<file path="config.mk">
export PLATFORM = sky130hd
export DESIGN_NAME = fb_fade_top
export DESIGN_NICKNAME = d
export VERILOG_FILES = /design/src/rtl/fb_pkg.sv /design/src/rtl/fb_port_if.sv /design/src/rtl/fade_unit.sv /design/src/rtl/fb_arbiter.sv /design/src/rtl/fb_fade_top.sv /design/src/rtl/fb_memory.sv /design/src/rtl/fb_scanout.sv /design/src/rtl/gfx_writer.sv
export SDC_FILE = /design/constraint.sdc
export NUM_CORES = 2
export LEC_CHECK = 0
export BUFFER_PORTS_ARGS = -buffer_cell sky130_fd_sc_hd__buf_2
export CORE_MARGIN = 2
export CORE_UTILIZATION = 40
export CTS_BUF_LIST = sky130_fd_sc_hd__clkbuf_4
export DETAILED_ROUTE_END_ITERATION = 6
export PLACE_DENSITY = 0.5
export SLEW_MARGIN = 20
export SYNTH_ARGS = -nofsm -noshare
export SYNTH_HDL_FRONTEND = slang
export SYNTH_SLANG_ARGS = --single-unit
export TNS_END_PERCENT = 50
</file>
<file path="constraint.sdc">
create_clock -name clk -period 6.82 [get_ports clk]
set_input_delay 2.046 -clock clk [delete_from_list [all_inputs] [get_ports clk]]
set_output_delay 2.046 -clock clk [all_outputs]
set_load 0.02 [all_outputs]
</file>
<file path="src/rtl/fb_pkg.sv">
`default_nettype none

package fb_pkg;

  // horizontal raster, in pixels
  localparam int H_VISIBLE = 16;
  localparam int H_FRONT   = 2;
  localparam int H_SYNC    = 3;
  localparam int H_BACK    = 3;
  localparam int H_TOTAL   = H_VISIBLE + H_FRONT + H_SYNC + H_BACK;

  // vertical raster, in lines
  localparam int V_VISIBLE = 8;
  localparam int V_FRONT   = 1;
  localparam int V_SYNC    = 2;
  localparam int V_BACK    = 1;
  localparam int V_TOTAL   = V_VISIBLE + V_FRONT + V_SYNC + V_BACK;

  localparam int X_BITS    = 4;
  localparam int Y_BITS    = 3;
  localparam int ADDR_BITS = 7;

  // stored word is {age, red, grn, blu}
  localparam int COLOR_BITS = 4;
  localparam int PIXEL_BITS = 3 * COLOR_BITS;
  localparam int AGE_BITS   = 4;
  localparam int WORD_BITS  = AGE_BITS + PIXEL_BITS;

  localparam int NEW_AGE          = 4;
  localparam int FADE_HALVE_AGE   = 2;
  localparam int FADE_QUEUE_DEPTH = 4;

  typedef enum logic {SCAN_ISSUE, SCAN_DATA} scan_state_t;

  typedef enum logic [1:0] {OWN_NONE, OWN_SCAN, OWN_FADE, OWN_GFX} owner_t;

endpackage

`default_nettype wire

</file>
<file path="src/rtl/fb_port_if.sv">
`timescale 1ns/100ps
`default_nettype none

interface fb_port_if import fb_pkg::*; ();

  logic                 req;
  logic                 we;
  logic [ADDR_BITS-1:0] addr;
  logic [WORD_BITS-1:0] wdata;
  logic                 gnt;
  logic [WORD_BITS-1:0] rdata;

  modport requester (output req, output we, output addr, output wdata,
                     input gnt, input rdata);

  // the arbiter hands the shared read data back to each requester
  modport arbiter (input req, input we, input addr, input wdata,
                   output gnt, output rdata);

  modport memory (input req, input we, input addr, input wdata, output rdata);

endinterface

`default_nettype wire

</file>
<file path="src/rtl/fade_unit.sv">
`timescale 1ns/100ps
`default_nettype none

module fade_unit
  import fb_pkg::*;
(
  input  logic                 clk,
  input  logic                 rst_n,
  input  logic                 shown_valid,
  input  logic [ADDR_BITS-1:0] shown_addr,
  input  logic [WORD_BITS-1:0] shown_word,
  output logic                 fade_room,
  fb_port_if.requester         port
);

  logic [AGE_BITS-1:0]   age;
  logic [COLOR_BITS-1:0] r;
  logic [COLOR_BITS-1:0] g;
  logic [COLOR_BITS-1:0] b;
  logic [AGE_BITS-1:0]   next_age;
  logic [PIXEL_BITS-1:0] next_color;

  logic                 pipe_valid;
  logic [ADDR_BITS-1:0] pipe_addr;
  logic [WORD_BITS-1:0] pipe_word;

  logic [ADDR_BITS-1:0]                  q_addr [FADE_QUEUE_DEPTH];
  logic [WORD_BITS-1:0]                  q_word [FADE_QUEUE_DEPTH];
  logic [$clog2(FADE_QUEUE_DEPTH)-1:0]   wr_ptr;
  logic [$clog2(FADE_QUEUE_DEPTH)-1:0]   rd_ptr;
  logic [$clog2(FADE_QUEUE_DEPTH+1)-1:0] count;
  logic                                  push;
  logic                                  pop;

  assign {age, r, g, b} = shown_word;

  // one step older, dimmed at the halve age, dark once the age runs out
  always_comb begin
    next_age = (age != '0) ? age - 1'b1 : '0;
    if (next_age == '0) begin
      next_color = '0;
    end else if (next_age == FADE_HALVE_AGE) begin
      next_color = {r >> 1, g >> 1, b >> 1};
    end else begin
      next_color = {r, g, b};
    end
  end

  always_ff @(posedge clk or negedge rst_n) begin
    if (!rst_n) begin
      pipe_valid <= 1'b0;
    end else begin
      pipe_valid <= shown_valid;
    end
  end

  always_ff @(posedge clk) begin
    if (shown_valid) begin
      pipe_addr <= shown_addr;
      pipe_word <= {next_age, next_color};
    end
  end

  assign push = pipe_valid;
  assign pop  = port.gnt;

  always_ff @(posedge clk) begin
    if (push) begin
      q_addr[wr_ptr] <= pipe_addr;
      q_word[wr_ptr] <= pipe_word;
    end
  end

  always_ff @(posedge clk or negedge rst_n) begin
    if (!rst_n) begin
      wr_ptr <= '0;
      rd_ptr <= '0;
      count  <= '0;
    end else begin
      if (push) wr_ptr <= wr_ptr + 1'b1;
      if (pop) rd_ptr <= rd_ptr + 1'b1;
      case ({push, pop})
        2'b10:   count <= count + 1'b1;
        2'b01:   count <= count - 1'b1;
        default: count <= count;
      endcase
    end
  end

  // the entry still in the pipeline counts as taken
  assign fade_room = (count + pipe_valid) <= FADE_QUEUE_DEPTH - 2;

  assign port.req   = (count != '0);
  assign port.we    = 1'b1;
  assign port.addr  = q_addr[rd_ptr];
  assign port.wdata = q_word[rd_ptr];

  a_no_overflow: assert property (@(posedge clk) disable iff (!rst_n)
    push |-> count != FADE_QUEUE_DEPTH);

endmodule

`default_nettype wire

</file>
<file path="src/rtl/fb_arbiter.sv">
`timescale 1ns/100ps
`default_nettype none

module fb_arbiter
  import fb_pkg::*;
(
  input logic           clk,
  input logic           rst_n,
  fb_port_if.arbiter    scan,
  fb_port_if.arbiter    fade,
  fb_port_if.arbiter    gfx,
  fb_port_if.requester  mem
);

  owner_t owner;
  owner_t last_writer;

  // scanout always first, the two writers take turns on a tie
  always_comb begin
    if (scan.req) begin
      owner = OWN_SCAN;
    end else if (fade.req && gfx.req) begin
      owner = (last_writer == OWN_FADE) ? OWN_GFX : OWN_FADE;
    end else if (fade.req) begin
      owner = OWN_FADE;
    end else if (gfx.req) begin
      owner = OWN_GFX;
    end else begin
      owner = OWN_NONE;
    end
  end

  always_ff @(posedge clk or negedge rst_n) begin
    if (!rst_n) begin
      last_writer <= OWN_GFX;
    end else if (owner == OWN_FADE || owner == OWN_GFX) begin
      last_writer <= owner;
    end
  end

  always_comb begin
    mem.req   = (owner != OWN_NONE);
    mem.we    = 1'b0;
    mem.addr  = '0;
    mem.wdata = '0;
    case (owner)
      OWN_SCAN: begin
        mem.we    = scan.we;
        mem.addr  = scan.addr;
        mem.wdata = scan.wdata;
      end
      OWN_FADE: begin
        mem.we    = fade.we;
        mem.addr  = fade.addr;
        mem.wdata = fade.wdata;
      end
      OWN_GFX: begin
        mem.we    = gfx.we;
        mem.addr  = gfx.addr;
        mem.wdata = gfx.wdata;
      end
      default: begin
        mem.we = 1'b0;
      end
    endcase
  end

  assign scan.gnt = (owner == OWN_SCAN);
  assign fade.gnt = (owner == OWN_FADE);
  assign gfx.gnt  = (owner == OWN_GFX);

  assign scan.rdata = mem.rdata;
  assign fade.rdata = mem.rdata;
  assign gfx.rdata  = mem.rdata;

  a_one_grant: assert property (@(posedge clk) disable iff (!rst_n)
    $onehot0({scan.gnt, fade.gnt, gfx.gnt}));

  a_grant_needs_req: assert property (@(posedge clk) disable iff (!rst_n)
    (!scan.gnt || scan.req) && (!fade.gnt || fade.req) && (!gfx.gnt || gfx.req));

endmodule

`default_nettype wire

</file>
<file path="src/rtl/fb_fade_top.sv">
`timescale 1ns/100ps
`default_nettype none

module fb_fade_top
  import fb_pkg::*;
(
  input  logic                  clk,
  input  logic                  rst_n,
  input  logic [X_BITS-1:0]     gfx_x,
  input  logic [Y_BITS-1:0]     gfx_y,
  input  logic [PIXEL_BITS-1:0] gfx_color,
  input  logic                  gfx_valid,
  output logic                  gfx_ready,
  output logic                  pixel_valid,
  output logic                  hsync,
  output logic                  vsync,
  output logic                  visible,
  output logic [COLOR_BITS-1:0] red,
  output logic [COLOR_BITS-1:0] grn,
  output logic [COLOR_BITS-1:0] blu
);

  fb_port_if scan_port ();
  fb_port_if fade_port ();
  fb_port_if gfx_port ();
  fb_port_if mem_port ();

  // scanout to fade unit
  logic                 shown_valid;
  logic [ADDR_BITS-1:0] shown_addr;
  logic [WORD_BITS-1:0] shown_word;
  logic                 fade_room;

  fb_memory fb_memory_i (
    .clk (clk),
    .mem (mem_port.memory)
  );

  fb_arbiter fb_arbiter_i (
    .clk   (clk),
    .rst_n (rst_n),
    .scan  (scan_port.arbiter),
    .fade  (fade_port.arbiter),
    .gfx   (gfx_port.arbiter),
    .mem   (mem_port.requester)
  );

  gfx_writer gfx_writer_i (
    .clk       (clk),
    .rst_n     (rst_n),
    .gfx_x     (gfx_x),
    .gfx_y     (gfx_y),
    .gfx_color (gfx_color),
    .gfx_valid (gfx_valid),
    .gfx_ready (gfx_ready),
    .port      (gfx_port.requester)
  );

  fb_scanout fb_scanout_i (
    .clk         (clk),
    .rst_n       (rst_n),
    .port        (scan_port.requester),
    .fade_room   (fade_room),
    .shown_valid (shown_valid),
    .shown_addr  (shown_addr),
    .shown_word  (shown_word),
    .pixel_valid (pixel_valid),
    .hsync       (hsync),
    .vsync       (vsync),
    .visible     (visible),
    .red         (red),
    .grn         (grn),
    .blu         (blu)
  );

  fade_unit fade_unit_i (
    .clk         (clk),
    .rst_n       (rst_n),
    .shown_valid (shown_valid),
    .shown_addr  (shown_addr),
    .shown_word  (shown_word),
    .fade_room   (fade_room),
    .port        (fade_port.requester)
  );

endmodule

`default_nettype wire

</file>
<file path="src/rtl/fb_memory.sv">
`timescale 1ns/100ps
`default_nettype none

module fb_memory
  import fb_pkg::*;
(
  input logic        clk,
  fb_port_if.memory  mem
);

  // frame starts out blank
  logic [WORD_BITS-1:0] words [2**ADDR_BITS] = '{default: '0};

  // one port, so a write cycle leaves rdata holding the last read
  always_ff @(posedge clk) begin
    if (mem.req) begin
      if (mem.we) begin
        words[mem.addr] <= mem.wdata;
      end else begin
        mem.rdata <= words[mem.addr];
      end
    end
  end

endmodule

`default_nettype wire

</file>
<file path="src/rtl/fb_scanout.sv">
`timescale 1ns/100ps
`default_nettype none

module fb_scanout
  import fb_pkg::*;
(
  input  logic                  clk,
  input  logic                  rst_n,
  fb_port_if.requester          port,
  input  logic                  fade_room,
  output logic                  shown_valid,
  output logic [ADDR_BITS-1:0]  shown_addr,
  output logic [WORD_BITS-1:0]  shown_word,
  output logic                  pixel_valid,
  output logic                  hsync,
  output logic                  vsync,
  output logic                  visible,
  output logic [COLOR_BITS-1:0] red,
  output logic [COLOR_BITS-1:0] grn,
  output logic [COLOR_BITS-1:0] blu
);

  logic [$clog2(H_TOTAL)-1:0] h_cnt;
  logic [$clog2(V_TOTAL)-1:0] v_cnt;
  scan_state_t                state;
  logic                       in_visible;
  logic                       in_hsync;
  logic                       in_vsync;
  logic                       emit;
  logic [ADDR_BITS-1:0]       pix_addr;

  assign in_visible = (h_cnt < H_VISIBLE) && (v_cnt < V_VISIBLE);
  assign in_hsync   = (h_cnt >= H_VISIBLE + H_FRONT) &&
                      (h_cnt < H_VISIBLE + H_FRONT + H_SYNC);
  assign in_vsync   = (v_cnt >= V_VISIBLE + V_FRONT) &&
                      (v_cnt < V_VISIBLE + V_FRONT + V_SYNC);
  assign pix_addr   = ADDR_BITS'(v_cnt * H_VISIBLE + h_cnt);

  // blanking goes out at once, visible pixels wait for their read data
  assign emit = (state == SCAN_DATA) || !in_visible;

  // hold off new reads while the fade queue could overflow
  assign port.req   = (state == SCAN_ISSUE) && in_visible && fade_room;
  assign port.we    = 1'b0;
  assign port.addr  = pix_addr;
  assign port.wdata = '0;

  always_ff @(posedge clk or negedge rst_n) begin
    if (!rst_n) begin
      state <= SCAN_ISSUE;
      h_cnt <= '0;
      v_cnt <= '0;
    end else begin
      case (state)
        SCAN_ISSUE: if (port.gnt) state <= SCAN_DATA;
        SCAN_DATA:  state <= SCAN_ISSUE;
        default:    state <= SCAN_ISSUE;
      endcase
      if (emit) begin
        if (h_cnt == H_TOTAL - 1) begin
          h_cnt <= '0;
          v_cnt <= (v_cnt == V_TOTAL - 1) ? '0 : v_cnt + 1'b1;
        end else begin
          h_cnt <= h_cnt + 1'b1;
        end
      end
    end
  end

  always_ff @(posedge clk or negedge rst_n) begin
    if (!rst_n) begin
      pixel_valid <= 1'b0;
      hsync       <= 1'b0;
      vsync       <= 1'b0;
      visible     <= 1'b0;
      shown_valid <= 1'b0;
    end else begin
      pixel_valid <= emit;
      shown_valid <= (state == SCAN_DATA) &&
                     (port.rdata[WORD_BITS-1 -: AGE_BITS] != '0);
      if (emit) begin
        hsync   <= in_hsync;
        vsync   <= in_vsync;
        visible <= in_visible;
      end
    end
  end

  // colour shown is the stored one, before any fading
  always_ff @(posedge clk) begin
    if (emit) begin
      {red, grn, blu} <= (state == SCAN_DATA) ? port.rdata[PIXEL_BITS-1:0] : '0;
    end
    if (state == SCAN_DATA) begin
      shown_addr <= pix_addr;
      shown_word <= port.rdata;
    end
  end

  // every granted read comes out as a visible pixel
  a_read_in_visible: assert property (@(posedge clk) disable iff (!rst_n)
    port.gnt |-> ##2 (pixel_valid && visible));

endmodule

`default_nettype wire

</file>
<file path="src/rtl/gfx_writer.sv">
`timescale 1ns/100ps
`default_nettype none

module gfx_writer
  import fb_pkg::*;
(
  input  logic                  clk,
  input  logic                  rst_n,
  input  logic [X_BITS-1:0]     gfx_x,
  input  logic [Y_BITS-1:0]     gfx_y,
  input  logic [PIXEL_BITS-1:0] gfx_color,
  input  logic                  gfx_valid,
  output logic                  gfx_ready,
  fb_port_if.requester          port
);

  // row-major frame, one word per pixel
  assign port.addr  = ADDR_BITS'(gfx_y * H_VISIBLE + gfx_x);
  assign port.wdata = {AGE_BITS'(NEW_AGE), gfx_color};
  assign port.we    = 1'b1;
  assign port.req   = gfx_valid;

  // plot is taken on the cycle it wins the memory
  assign gfx_ready = port.gnt;

  a_plot_in_frame: assert property (@(posedge clk) disable iff (!rst_n)
    gfx_valid |-> (gfx_x < H_VISIBLE) && (gfx_y < V_VISIBLE));

  // a waiting plot must not change under us
  a_plot_held: assert property (@(posedge clk) disable iff (!rst_n)
    gfx_valid && !gfx_ready |=> gfx_valid && $stable({gfx_x, gfx_y, gfx_color}));

endmodule

`default_nettype wire
</file>
==> flow_summary.json <==
{
  "outcome": "finished with violations",
  "violations": "DRC",
  "ff2ff_setup_slack_ns": 0.69,
  "crit_chain": "ha_1, ha_1, nand2_1, o21ai_1, nand2_1, and2_1, buf_4, buf_2",
  "timing.final.crit_share_pct": 93.9,
  "tightest_slew_ns": 1.16,
  "start_util_pct": 40.2,
  "drive_gt1_share_pct": 27.6,
  "layout_commonest_cell": "edfxtp_1",
  "maxCapViolations": 0,
  "max_freq_mhz": 156,
  "whs_ns": 0.409,
  "rows": 170,
  "final_antenna_net_count": 0,
  "wire_per_inst_um": 34.5,
  "synthArstFlopShare_pct": 1.12,
  "dr.pass1.iters": 7,
  "endpoint": "gfx_ready",
  "post_cts_resized": 0,
  "cts_tree": "built",
  "wl_um": 314000,
  "ff2ff_path_depth": 13,
  "cts-hold-fix-buffers": 0,
  "cts_root_buffer": "clkbuf_4",
  "cp_slowest_stage_delay_ns": 0.84,
  "ios": 39,
  "clock_path_buffers": 4,
  "crit_slowest_cell": "o21ai_1",
  "cts_made_buffers": 607,
  "drt_iter0_drc": 7406,
  "yosysSeqAreaShare_pct": 78.0,
  "cp.arrival_ns": 4.35,
  "vias": 55173,
  "die_x_um": 468,
  "dp_hpwl_um": 187000,
  "layout.nets": 5881,
  "insertion_delay_ns": 1.43,
  "drv_slew": 0,
  "die_h_um": 468,
  "grtUsageTotal_pct": 28.5,
  "grt_pass1_vias": 53617,
  "antenna_found_initial": 22,
  "syn_nets": 5099,
  "syn2layout_area_growth_pct": 17.2,
  "core_area_mm2": 0.214,
  "port-buffer-count": 38,
  "grt_max_degree": 129,
  "grt_overflow_total": 0,
  "rsz0062_at_grt": "no",
  "hold_path.class": "flop to flop",
  "critPathKind": "flop to output pin",
  "drc": 1,
  "cts_num_sinks": 2239,
  "avgSynthCellArea_um2": 17.0,
  "ys_warn_count": 0,
  "cts.reportedPaths.clkPinSlew_ns": 0.07,
  "gp_congestion": 0.880,
  "htreeDepth": 6,
  "r2r_start": "fade_unit_i.pipe_valid",
  "grt_pass1_wl_um": 433000,
  "setup_violations": 0,
  "cp.required_ns": 4.77,
  "synth_ff_type": "edfxtp_1",
  "synth_edf_count": 2214,
  "r2r_end": "fb_memory_i.mem.rdata[4]",
  "syn_area_mm2": 0.0860,
  "ys_top_cells_by_area": "edfxtp_1 77%, mux2i_1 2.2%, nand2_1 1.9%",
  "worstPathMaxFanout": 14,
  "min_period_ns": 6.40,
  "synthesis.instances": 5063,
  "synth_cell_types": 90,
  "skew_ns": 0.0960,
  "synth_top_area_share_pct": 77.3,
  "viasPerCell": 6.06,
  "relSlewSlack_pct": 22.4,
  "hold_viol": 0,
  "ys_ff_latch": 2239,
  "dieArea_mm2": 0.219,
  "final_cell_mix": "2,214 x edfxtp_1, 896 x clkbuf_4, 438 x nand2_1",
  "yosys.area.top_type": "edfxtp_1",
  "end_kind": "output pin",
  "startpoint": "fade_unit_i.pipe_valid",
  "cts_setup_buffers": 0,
  "startpoint_type": "flop"
}
sequential cells by signal, summed over array words and instances, names as in the netlist, 2 cells and up:
name                      flops
fb_scanout_i.shown_word      16
fb_scanout_i.shown_addr       7
fb_scanout_i.grn              4
fade_unit_i.pipe_addr         7
fade_unit_i.wr_ptr            2
fb_memory_i.words          2048
fb_memory_i.mem.rdata        16
fb_arbiter_i.last_writer      2
fade_unit_i.rd_ptr            2
fade_unit_i.q_word           64
fb_scanout_i.h_cnt            5
fade_unit_i.count             3
fb_scanout_i.blu              4
fb_scanout_i.v_cnt            4
fb_scanout_i.red              4
fade_unit_i.pipe_word        16
fade_unit_i.q_addr           28
cell families after synthesis:
family / after synthesis / synth area share (%)
flops: 2239 / 78.0
compound gates: 1317 / 11.2
simple gates: 788 / 3.99
buf+inv: 352 / 1.96
mux: 344 / 4.54
fa+ha+maj: 14 / 0.212
xor+xnor: 9 / 0.0916
through the flow:
step / area (µm²) / worst slack (ns) / util, % / TNS, ns / instances
after detailed placement: 93200 / -0.321 / 43.5 / -0.733 / 8073
after CTS: 101000 / 0.301 / 47.0 / 0 / 9101
final: 101000 / 0.419 / 47.0 / 0 / 9109
after global routing: 101000 / 0.114 / 47.0 / 0 / 9106
after global placement: 93200 / -0.378 / 43.5 / -1.39 / 8072
after floorplan: 86000 / 0.238 / - / 0 / 5063
metal layers:
layer  track usage, %  vias up  wire length, µm
met4             10.9       12            11600
met2             43.7     3276           143000
li1                 -    22611                -
met1             38.9    28708           126000
met5                0        -               91
met3             7.34      566            33400
synth_stat cells, drive strengths merged, types with 26 or more instances:
cell type and n:
a2111oi 26, a211oi 42, a21oi 253, a221o 32, a221oi 187, a222oi 63
a22o 79, a22oi 157, a31oi 49, and2 26, and3 27, buf 236
clkbuf 100, edfxtp 2214, mux2 129, mux2i 191, nand2 442, nand3 42
nor2 167, nor3 31, o211ai 45, o21ai 185, o22ai 27, o2bb2ai 30
worst max-delay path: cells and delay by family, from the launching register on:
| family | cells | cell delay (ns) |
|---|---|---|
| AO/OA/AOI/OAI | 1 | 0.84 |
| adder cells (fa/ha/maj) | 2 | 0.41 |
| flip-flops | 1 | 0.51 |
| AND/OR/NAND/NOR | 3 | 0.76 |
| buffers and inverters | 2 | 0.41 |
layout make-up:
class / count / area (µm²)
multi-input combinational: 2472 / 17800
timing repair buffer: 509 / 4750
inverter: 16 / 60.1
clock buffer: 896 / 6730
clock inverter: 132 / 792
sequential: 2239 / 67100
fill: 18544 / 113000
tap: 2838 / 3550
antenna: 7 / 17.5
how the worst min path moves through the flow:
stage / from / to / slack, ns / depth (start not counted)
3_5_place_dp: fb_scanout_i.shown_addr[4] / fade_unit_i.pipe_addr[4] / 0.40 / 0
5_1_grt: fb_scanout_i.shown_addr[4] / fade_unit_i.pipe_addr[4] / 0.43 / 0
3_3_place_gp: fb_scanout_i.shown_addr[4] / fade_unit_i.pipe_addr[4] / 0.40 / 0
6_report: fb_scanout_i.shown_addr[4] / fade_unit_i.pipe_addr[4] / 0.41 / 0
2_1_floorplan: fb_scanout_i.shown_addr[0] / fade_unit_i.pipe_addr[0] / 0.40 / 0
4_1_cts: fb_scanout_i.shown_addr[4] / fade_unit_i.pipe_addr[4] / 0.41 / 0
Power is left out: the tool's default activity adds up to more than one toggle a clock period on the data nets, which glitch-free logic cannot reach.
